### src/common/gpio_pkg.sv
// Two GPIO slaves of eight pins each, 64 KiB apart; only nine offset bits decoded
package gpio_pkg;

    localparam int GPIO_WIDTH = 8;

    typedef logic [GPIO_WIDTH-1:0] gpio_pins_t;

    // Slave windows
    localparam logic [31:0] GPIO0_BASE        = 32'h0000_0000;
    localparam logic [31:0] GPIO1_BASE        = 32'h0001_0000;
    localparam int          SLAVE_WINDOW_BITS = 16;

    localparam int REG_OFFSET_BITS = 9;

    typedef logic [REG_OFFSET_BITS-1:0] gpio_offset_t;

    // Register map of one GPIO block
    localparam gpio_offset_t REG_DATA = 9'h000;
    localparam gpio_offset_t REG_TRI  = 9'h004;
    localparam gpio_offset_t REG_GIER = 9'h11C;
    localparam gpio_offset_t REG_ISR  = 9'h120;
    localparam gpio_offset_t REG_IER  = 9'h128;

endpackage

### src/common/axil_pkg.sv
// Single-beat register bus only; no bursts, no IDs, no protection bits
package axil_pkg;

    localparam int AXIL_ADDR_WIDTH = 32;
    localparam int AXIL_DATA_WIDTH = 32;
    localparam int AXIL_STRB_WIDTH = AXIL_DATA_WIDTH / 8;

    typedef logic [AXIL_ADDR_WIDTH-1:0] axil_addr_t;
    typedef logic [AXIL_DATA_WIDTH-1:0] axil_data_t;
    typedef logic [AXIL_STRB_WIDTH-1:0] axil_strb_t;
    typedef logic [1:0]                 axil_resp_t;

    // Same codes as AXI
    localparam axil_resp_t RESP_OKAY   = 2'd0;
    localparam axil_resp_t RESP_DECERR = 2'd3;

    // Read and write share one request channel
    typedef struct packed {
        logic       write;
        axil_addr_t addr;
        axil_data_t wdata;
        axil_strb_t strb;
    } axil_req_t;

    // Read data is zero for writes
    typedef struct packed {
        axil_data_t rdata;
        axil_resp_t resp;
    } axil_rsp_t;

endpackage
### src/logic/gpio_bridge_top.sv
// Single clock domain; bidirectional header pins split into in, out and enable
`timescale 1ns/1ps

module gpio_bridge_top import axil_pkg::*, gpio_pkg::*; (
    input  logic       axi_aclk_i,
    input  logic       rst_i,

    input  axil_req_t  req_i,
    input  logic       req_valid_i,
    output logic       req_ready_o,

    output axil_rsp_t  rsp_o,
    output logic       rsp_valid_o,
    input  logic       rsp_ready_i,

    output gpio_pins_t leds_o,
    input  gpio_pins_t switches_i,
    input  gpio_pins_t iocon_i,
    output gpio_pins_t iocon_o,
    output gpio_pins_t iocon_oe_o,

    output logic       irq_o
);

    axil_req_t       slv_req;
    logic      [1:0] slv_req_valid;
    logic      [1:0] slv_req_ready;
    axil_rsp_t [1:0] slv_rsp;
    logic      [1:0] slv_rsp_valid;
    logic      [1:0] slv_rsp_ready;
    gpio_pins_t      iocon_tri;
    logic            irq_leds;
    logic            irq_iocon;

    axil_xbar u_xbar (
        .axi_aclk_i      (axi_aclk_i),
        .rst_i           (rst_i),
        .req_i           (req_i),
        .req_valid_i     (req_valid_i),
        .req_ready_o     (req_ready_o),
        .rsp_o           (rsp_o),
        .rsp_valid_o     (rsp_valid_o),
        .rsp_ready_i     (rsp_ready_i),
        .slv_req_o       (slv_req),
        .slv_req_valid_o (slv_req_valid),
        .slv_req_ready_i (slv_req_ready),
        .slv_rsp_i       (slv_rsp),
        .slv_rsp_valid_i (slv_rsp_valid),
        .slv_rsp_ready_o (slv_rsp_ready)
    );

    // LEDs out, switches in
    gpio_regs u_gpio_leds (
        .axi_aclk_i  (axi_aclk_i),
        .rst_i       (rst_i),
        .req_i       (slv_req),
        .req_valid_i (slv_req_valid[0]),
        .req_ready_o (slv_req_ready[0]),
        .rsp_o       (slv_rsp[0]),
        .rsp_valid_o (slv_rsp_valid[0]),
        .rsp_ready_i (slv_rsp_ready[0]),
        .pins_i      (switches_i),
        .pins_o      (leds_o),
        .tri_o       (),
        .irq_o       (irq_leds)
    );

    gpio_regs u_gpio_iocon (
        .axi_aclk_i  (axi_aclk_i),
        .rst_i       (rst_i),
        .req_i       (slv_req),
        .req_valid_i (slv_req_valid[1]),
        .req_ready_o (slv_req_ready[1]),
        .rsp_o       (slv_rsp[1]),
        .rsp_valid_o (slv_rsp_valid[1]),
        .rsp_ready_i (slv_rsp_ready[1]),
        .pins_i      (iocon_i),
        .pins_o      (iocon_o),
        .tri_o       (iocon_tri),
        .irq_o       (irq_iocon)
    );

    // Direction bit 0 drives the pin
    assign iocon_oe_o = ~iocon_tri;
    assign irq_o      = irq_leds | irq_iocon;

endmodule

### src/logic/axil_xbar.sv
// One transaction in flight; two slaves fixed at GPIO0_BASE and GPIO1_BASE
`timescale 1ns/1ps

module axil_xbar import axil_pkg::*, gpio_pkg::*; (
    input  logic            axi_aclk_i,
    input  logic            rst_i,

    input  axil_req_t       req_i,
    input  logic            req_valid_i,
    output logic            req_ready_o,

    output axil_rsp_t       rsp_o,
    output logic            rsp_valid_o,
    input  logic            rsp_ready_i,

    output axil_req_t       slv_req_o,
    output logic      [1:0] slv_req_valid_o,
    input  logic      [1:0] slv_req_ready_i,

    input  axil_rsp_t [1:0] slv_rsp_i,
    input  logic      [1:0] slv_rsp_valid_i,
    output logic      [1:0] slv_rsp_ready_o
);

    typedef enum logic [1:0] {
        ST_IDLE,
        ST_FORWARD,
        ST_WAIT_RSP,
        ST_RESPOND
    } xbar_state_e;

    xbar_state_e state_q;
    axil_req_t   req_q;
    axil_req_t   fwd_req;
    axil_rsp_t   rsp_q;
    logic        sel_q;
    logic        hit0;
    logic        hit1;
    logic        req_fire;

    // Compare only the bits above the slave window
    assign hit0 = req_i.addr[AXIL_ADDR_WIDTH-1:SLAVE_WINDOW_BITS] ==
                  GPIO0_BASE[AXIL_ADDR_WIDTH-1:SLAVE_WINDOW_BITS];
    assign hit1 = req_i.addr[AXIL_ADDR_WIDTH-1:SLAVE_WINDOW_BITS] ==
                  GPIO1_BASE[AXIL_ADDR_WIDTH-1:SLAVE_WINDOW_BITS];

    assign req_fire = req_valid_i && (state_q == ST_IDLE);

    // Slaves see the register offset only
    always_comb begin
        fwd_req = req_i;
        fwd_req.addr = '0;
        fwd_req.addr[REG_OFFSET_BITS-1:0] = req_i.addr[REG_OFFSET_BITS-1:0];
    end

    always_ff @(posedge axi_aclk_i) begin
        if (rst_i) begin
            state_q <= ST_IDLE;
        end else begin
            case (state_q)
                ST_IDLE: begin
                    if (req_valid_i) begin
                        state_q <= (hit0 || hit1) ? ST_FORWARD : ST_RESPOND;
                    end
                end
                ST_FORWARD: begin
                    if (slv_req_ready_i[sel_q]) begin
                        state_q <= ST_WAIT_RSP;
                    end
                end
                ST_WAIT_RSP: begin
                    if (slv_rsp_valid_i[sel_q]) begin
                        state_q <= ST_RESPOND;
                    end
                end
                default: begin
                    if (rsp_ready_i) begin
                        state_q <= ST_IDLE;
                    end
                end
            endcase
        end
    end

    always_ff @(posedge axi_aclk_i) begin
        if (req_fire) begin
            req_q <= fwd_req;
            sel_q <= hit1;
        end
        if (req_fire && !(hit0 || hit1)) begin
            rsp_q <= '{rdata: '0, resp: RESP_DECERR};
        end else if (state_q == ST_WAIT_RSP && slv_rsp_valid_i[sel_q]) begin
            rsp_q <= slv_rsp_i[sel_q];
        end
    end

    assign req_ready_o = (state_q == ST_IDLE);
    assign rsp_valid_o = (state_q == ST_RESPOND);
    assign rsp_o       = rsp_q;
    assign slv_req_o   = req_q;

    assign slv_req_valid_o = {(state_q == ST_FORWARD) &&  sel_q,
                              (state_q == ST_FORWARD) && !sel_q};
    assign slv_rsp_ready_o = {(state_q == ST_WAIT_RSP) &&  sel_q,
                              (state_q == ST_WAIT_RSP) && !sel_q};

endmodule

### src/gpio/gpio_regs.sv
// Single channel GPIO; unknown offsets read zero and always answer OKAY
`timescale 1ns/1ps

module gpio_regs import axil_pkg::*, gpio_pkg::*; (
    input  logic       axi_aclk_i,
    input  logic       rst_i,

    input  axil_req_t  req_i,
    input  logic       req_valid_i,
    output logic       req_ready_o,

    output axil_rsp_t  rsp_o,
    output logic       rsp_valid_o,
    input  logic       rsp_ready_i,

    input  gpio_pins_t pins_i,
    output gpio_pins_t pins_o,
    output gpio_pins_t tri_o,

    output logic       irq_o
);

    logic         rsp_valid_q;
    axil_rsp_t    rsp_q;
    gpio_pins_t   data_q;
    gpio_pins_t   tri_q;
    gpio_pins_t   pins_sync;
    logic         pins_changed;
    logic         gier_q;
    logic         ier_q;
    logic         isr_q;
    logic         req_fire;
    logic         wr_fire;
    gpio_offset_t offset;
    axil_data_t   rdata;

    gpio_input_sync u_sync (
        .axi_aclk_i (axi_aclk_i),
        .rst_i      (rst_i),
        .pins_i     (pins_i),
        .sync_o     (pins_sync),
        .changed_o  (pins_changed)
    );

    assign req_ready_o = !rsp_valid_q;
    assign req_fire    = req_valid_i && !rsp_valid_q;
    assign wr_fire     = req_fire && req_i.write;
    assign offset      = req_i.addr[REG_OFFSET_BITS-1:0];

    always_comb begin
        rdata = '0;
        case (offset)
            // Inputs where tri is 1, output register elsewhere
            REG_DATA: rdata[GPIO_WIDTH-1:0] = (pins_sync & tri_q) | (data_q & ~tri_q);
            REG_TRI:  rdata[GPIO_WIDTH-1:0] = tri_q;
            REG_GIER: rdata[31] = gier_q;
            REG_IER:  rdata[0]  = ier_q;
            REG_ISR:  rdata[0]  = isr_q;
            default:  rdata = '0;
        endcase
    end

    always_ff @(posedge axi_aclk_i) begin
        if (rst_i) begin
            rsp_valid_q <= 1'b0;
            data_q      <= '0;
            tri_q       <= '1;
            gier_q      <= 1'b0;
            ier_q       <= 1'b0;
            isr_q       <= 1'b0;
        end else begin
            if (req_fire) begin
                rsp_valid_q <= 1'b1;
            end else if (rsp_ready_i) begin
                rsp_valid_q <= 1'b0;
            end

            if (wr_fire && offset == REG_DATA && req_i.strb[0]) begin
                data_q <= req_i.wdata[GPIO_WIDTH-1:0];
            end
            if (wr_fire && offset == REG_TRI) begin
                tri_q <= req_i.wdata[GPIO_WIDTH-1:0];
            end
            if (wr_fire && offset == REG_GIER) begin
                gier_q <= req_i.wdata[31];
            end
            if (wr_fire && offset == REG_IER) begin
                ier_q <= req_i.wdata[0];
            end

            // A new change wins over a clear in the same cycle
            if (pins_changed) begin
                isr_q <= 1'b1;
            end else if (wr_fire && offset == REG_ISR && req_i.wdata[0]) begin
                isr_q <= 1'b0;
            end
        end
    end

    always_ff @(posedge axi_aclk_i) begin
        if (req_fire) begin
            rsp_q.rdata <= req_i.write ? '0 : rdata;
            rsp_q.resp  <= RESP_OKAY;
        end
    end

    assign rsp_o       = rsp_q;
    assign rsp_valid_o = rsp_valid_q;
    assign pins_o      = data_q;
    assign tri_o       = tri_q;
    assign irq_o       = gier_q && ier_q && isr_q;

endmodule

### src/gpio/gpio_input_sync.sv
// Two-flop synchronizer per pin; pins must be quasi-static, no bus coherence
`timescale 1ns/1ps

module gpio_input_sync import gpio_pkg::*; (
    input  logic       axi_aclk_i,
    input  logic       rst_i,
    input  gpio_pins_t pins_i,
    output gpio_pins_t sync_o,
    output logic       changed_o
);

    gpio_pins_t meta_q;
    gpio_pins_t sync_q;
    gpio_pins_t prev_q;

    always_ff @(posedge axi_aclk_i) begin
        // Preload with the pins so leaving reset flags no change
        if (rst_i) begin
            meta_q <= pins_i;
            sync_q <= pins_i;
            prev_q <= pins_i;
        end else begin
            meta_q <= pins_i;
            sync_q <= meta_q;
            prev_q <= sync_q;
        end
    end

    assign sync_o    = sync_q;
    assign changed_o = (sync_q != prev_q);

endmodule

### config.mk
export PLATFORM = sky130hd
export DESIGN_NAME = gpio_bridge_top
export DESIGN_NICKNAME = d
export VERILOG_FILES = /design/src/common/gpio_pkg.sv /design/src/common/axil_pkg.sv /design/src/logic/gpio_bridge_top.sv /design/src/logic/axil_xbar.sv /design/src/gpio/gpio_regs.sv /design/src/gpio/gpio_input_sync.sv
export SDC_FILE = /design/constraint.sdc
export NUM_CORES = 1
export LEC_CHECK = 0
export BUFFER_PORTS_ARGS = -buffer_cell sky130_fd_sc_hd__buf_2
export CORE_UTILIZATION = 52
export DETAILED_ROUTE_END_ITERATION = 10
export HOLD_SLACK_MARGIN = 0.15
export PLACE_DENSITY_LB_ADDON = 0.05
export SETUP_SLACK_MARGIN = 0.02
export SYNTH_ARGS = -nofsm -noshare
export SYNTH_HDL_FRONTEND = slang
export SYNTH_SLANG_ARGS = --single-unit
export TNS_END_PERCENT = 30
### constraint.sdc
create_clock -name axi_aclk_i -period 2.61 [get_ports axi_aclk_i]
set_clock_uncertainty 0.1 [all_clocks]
set_input_delay 0.783 -clock axi_aclk_i [delete_from_list [all_inputs] [get_ports axi_aclk_i]]
set_output_delay 0.783 -clock axi_aclk_i [all_outputs]
set_load 0.005 [all_outputs]
==> results.py <==
metrics = {
    "power": {
        "max-vdd-ir-drop_v": 0.0004750,
        "total_power_mw": 5.641,
        "p_leak_nw": 2.981,
        "pwr_density_cell_mw_per_mm2": 851.7,
    },
    "logic_synthesis": {
        "yosys.area.top_type_share_pct": 36.16,
        "synth.avg_cell_area_um2": 10.25,
        "synth_edf_count": 39,
        "synth_area_leaders": "dfxtp_1 (36%), edfxtp_1 (21%), mux2i_1 (5.8%), o21ai_0 (4.4%), nor2_1 (3.5%)",
        "synth_top_cell_by_area": "dfxtp_1",
        "synth-seq-cells": 139,
        "syn_inst": 540,
        "ys_warn_count": 0,
        "syn-cell-area_mm2": 0.005537,
        "yosysMostFrequentCell": "dfxtp_1",
        "yosysSeqAreaShare_pct": 57.31,
        "yosys-top-cells-count": "dfxtp_1 (100), nor2_1 (52), o21ai_0 (49)",
        "ys.flop_type": "dfxtp_1",
        "async_reset_ff_share_pct": 0,
        "ys_types": 46,
    },
    "global_route": {
        "top_usage_layer": "met2",
        "antenna_found_initial": 0,
        "grt_pass1_wl_um": 18470,
        "grt_max_degree": 47,
        "use_met3_pct": 4.866,
        "overflow": 0,
        "grt_pass1_vias": 3760,
        "grt_use_total_pct": 22.05,
        "met2_usage_pct": 36.18,
        "gr-usage-met1_pct": 28.41,
    },
    "floorplan": {
        "die_w_um": 105.2,
        "num_io_pins": 150,
        "die_y_um": 105.2,
        "fp-row-count": 37,
        "dieArea_mm2": 0.01106,
        "core_mm2": 0.01032,
        "start_util_pct": 53.63,
    },
    "place": {
        "dpl.cell_count": 755,
        "place_area_mm2": 0.006056,
        "pre_cts_slack_ns": 0.3454,
        "dp_hpwl_um": 8393,
        "gp_congestion": 0.8702,
        "port_buffers": 93,
    },
    "critical_path": {
        "r2r_end": "u_gpio_iocon.rsp_o[9]",
        "startpoint_type": "flop",
        "reg2reg_from": "u_xbar.slv_req_o[37]",
        "crit_path_max_fanout": 6,
        "end_kind": "output pin",
        "r2r_setup_slack_ns": 0.31,
        "rr_worst_depth": 5,
        "crit_required_ns": 1.73,
        "critical_path_arrival_ns": 1.44,
        "timing_worst_setup_path_type": "reg -> out",
    },
    "clock_tree": {
        "cts_made_buffers": 17,
        "clock_sinks": 139,
        "clock_path_buffers": 2,
        "clkTransAtPathRegs_ns": 0.06,
        "clk_latency_ns": 0.51,
        "root_buffer": "clkbuf_8",
        "cts_tree": "yes",
        "cts_hold_buffers": 0,
        "cts_max_level": 4,
        "post_cts_buffers": 0,
        "cts_resized": 0,
    },
    "detailed_routing": {
        "postRouteAntennaNets": 0,
        "dr.pass1.iters": 6,
        "via_count": 3997,
        "wire_per_inst_um": 14.73,
        "drt-vias-per-instance": 5.079,
        "wirelength_um": 11590,
        "detail_route.iter0.violations": 225,
        "post-route-drc-count": 0,
    },
    "timing": {
        "relSlewSlack_pct": 47.01,
        "hold_slack_ns": 0.2838,
        "fin_ws_ns": 0.2861,
        "fin_crit_sh_pct": 89.04,
        "rsz0062_at_grt": "false",
        "slew_violations": 0,
        "clock.fmax_ghz": 0.4303,
        "setup_violations": 0,
        "setup_tns_ns": 0,
        "worstMarginPinSlew_ns": 0.7919,
        "fin_crit_ns": 2.324,
        "hold_violations": 0,
    },
    "cells_and_area": {
        "syn2layout_area_growth_pct": 19.62,
        "drive_gt1_share_pct": 22.27,
        "final_nets": 732,
        "n_antenna_cell": 0,
        "final_util_pct": 64.15,
        "final_cell_area_mm2": 0.006623,
        "num-fill-cells": 860,
        "final_cell_count_no_fill": 787,
    },
    "worst_hold_path": {
        "min_path_cells": 1,
        "min_to": "u_gpio_leds.u_sync.meta_q[4]",
        "min_from": "switches_i[4]",
        "hold_class": "in -> reg",
    },
    "run": {
        "maxCapViolations": 0,
    },
    "run_status": {
        "status": "finished, final reports clean",
    },
}
[registers in the layout, summed over array words and instances (netlist names), 9 cells and up]
name and flops:
u_gpio_iocon.rsp_o 9, u_xbar.rsp_o 10, u_gpio_leds.rsp_o 9, u_xbar.slv_req_o 20
[cells in the final DEF, fill, tap and decap left out, types with 6 or more instances in the layout]
| cell type | synthesis | layout |
|---|---|---|
| buf_4 | 24 | 11 |
| inv_6 | 0 | 6 |
| conb_1 | 1 | 23 |
| nand2_1 | 29 | 29 |
| buf_2 | 4 | 93 |
| o21ai_0 | 49 | 49 |
| nand3_1 | 10 | 10 |
| clkbuf_16 | 0 | 17 |
| a21oi_1 | 32 | 32 |
| inv_1 | 46 | 46 |
| mux2i_1 | 32 | 32 |
| nor3_1 | 21 | 21 |
| nor4_1 | 7 | 7 |
| a211oi_1 | 9 | 9 |
| dfxtp_1 | 100 | 100 |
| edfxtp_1 | 39 | 39 |
| nor2_1 | 52 | 52 |
| xor2_1 | 16 | 16 |
[worst max-delay path by stage]
stage	start	to	slack, ns
after floorplan	req_valid_i	u_xbar.rsp_o[2]	0.49
after global placement	u_xbar.slv_req_o[37]	u_gpio_iocon.rsp_o[9]	0.40
after detailed placement	u_xbar.slv_req_o[37]	u_gpio_iocon.rsp_o[9]	0.35
after CTS	u_xbar.state_q[0]	req_ready_o	0.27
after global routing	u_xbar.state_q[0]	req_ready_o	0.20
final	u_xbar.state_q[0]	req_ready_o	0.29
[area by class of cell]
type | instances | area [um^2] | share of cell area [%]
clock buffers | 19 | 442.9 | 6.688
clock inverters | 13 | 123.9 | 1.870
inverters | 47 | 176.4 | 2.664
multi-input cells | 328 | 1968 | 29.72
flip-flops and latches | 139 | 3173 | 47.91
well taps | 136 | 170.2 | 2.569
repair buffers | 105 | 568.0 | 8.577
[critical path: stages, from the launching register on]
cell	delay, ns
dfxtp_1	0.40
inv_1	0.10
ha_1	0.28
buf_2	0.15
[per-layer routing]
metal / vias up / share of wire [%]
met1: 1795 / 45
met4: 0 / 2.0
li1: 2018 / -
met3: 19 / 6.3
met2: 165 / 47
met5: - / 0
[power by group]
part / internal, mW / switching (mW) / leakage [nW]
registers: 2.48 / 0.174 / 1.19
clock network: 1.34 / 0.929 / 0.281
logic: 0.298 / 0.421 / 1.51
total: 4.12 / 1.52 / 2.98
[kinds of logic (layout without fill, tap and decap cells)]
| kind of cell | Yosys count | count (layout) | synth area share, % |
|---|---|---|---|
| AO/OA/AOI/OAI | 103 | 103 | 10.40 |
| adder cells (fa/ha/maj) | 5 | 5 | 1.130 |
| multiplexers | 33 | 33 | 5.989 |
| flip-flops | 139 | 139 | 57.31 |
| XOR/XNOR | 16 | 16 | 2.531 |
| AND/OR/NAND/NOR | 148 | 148 | 13.94 |
| other | 1 | 23 | 0.06773 |
| buffers and inverters | 95 | 184 | 8.633 |
Note: power is estimated with default switching activity, not from simulation.
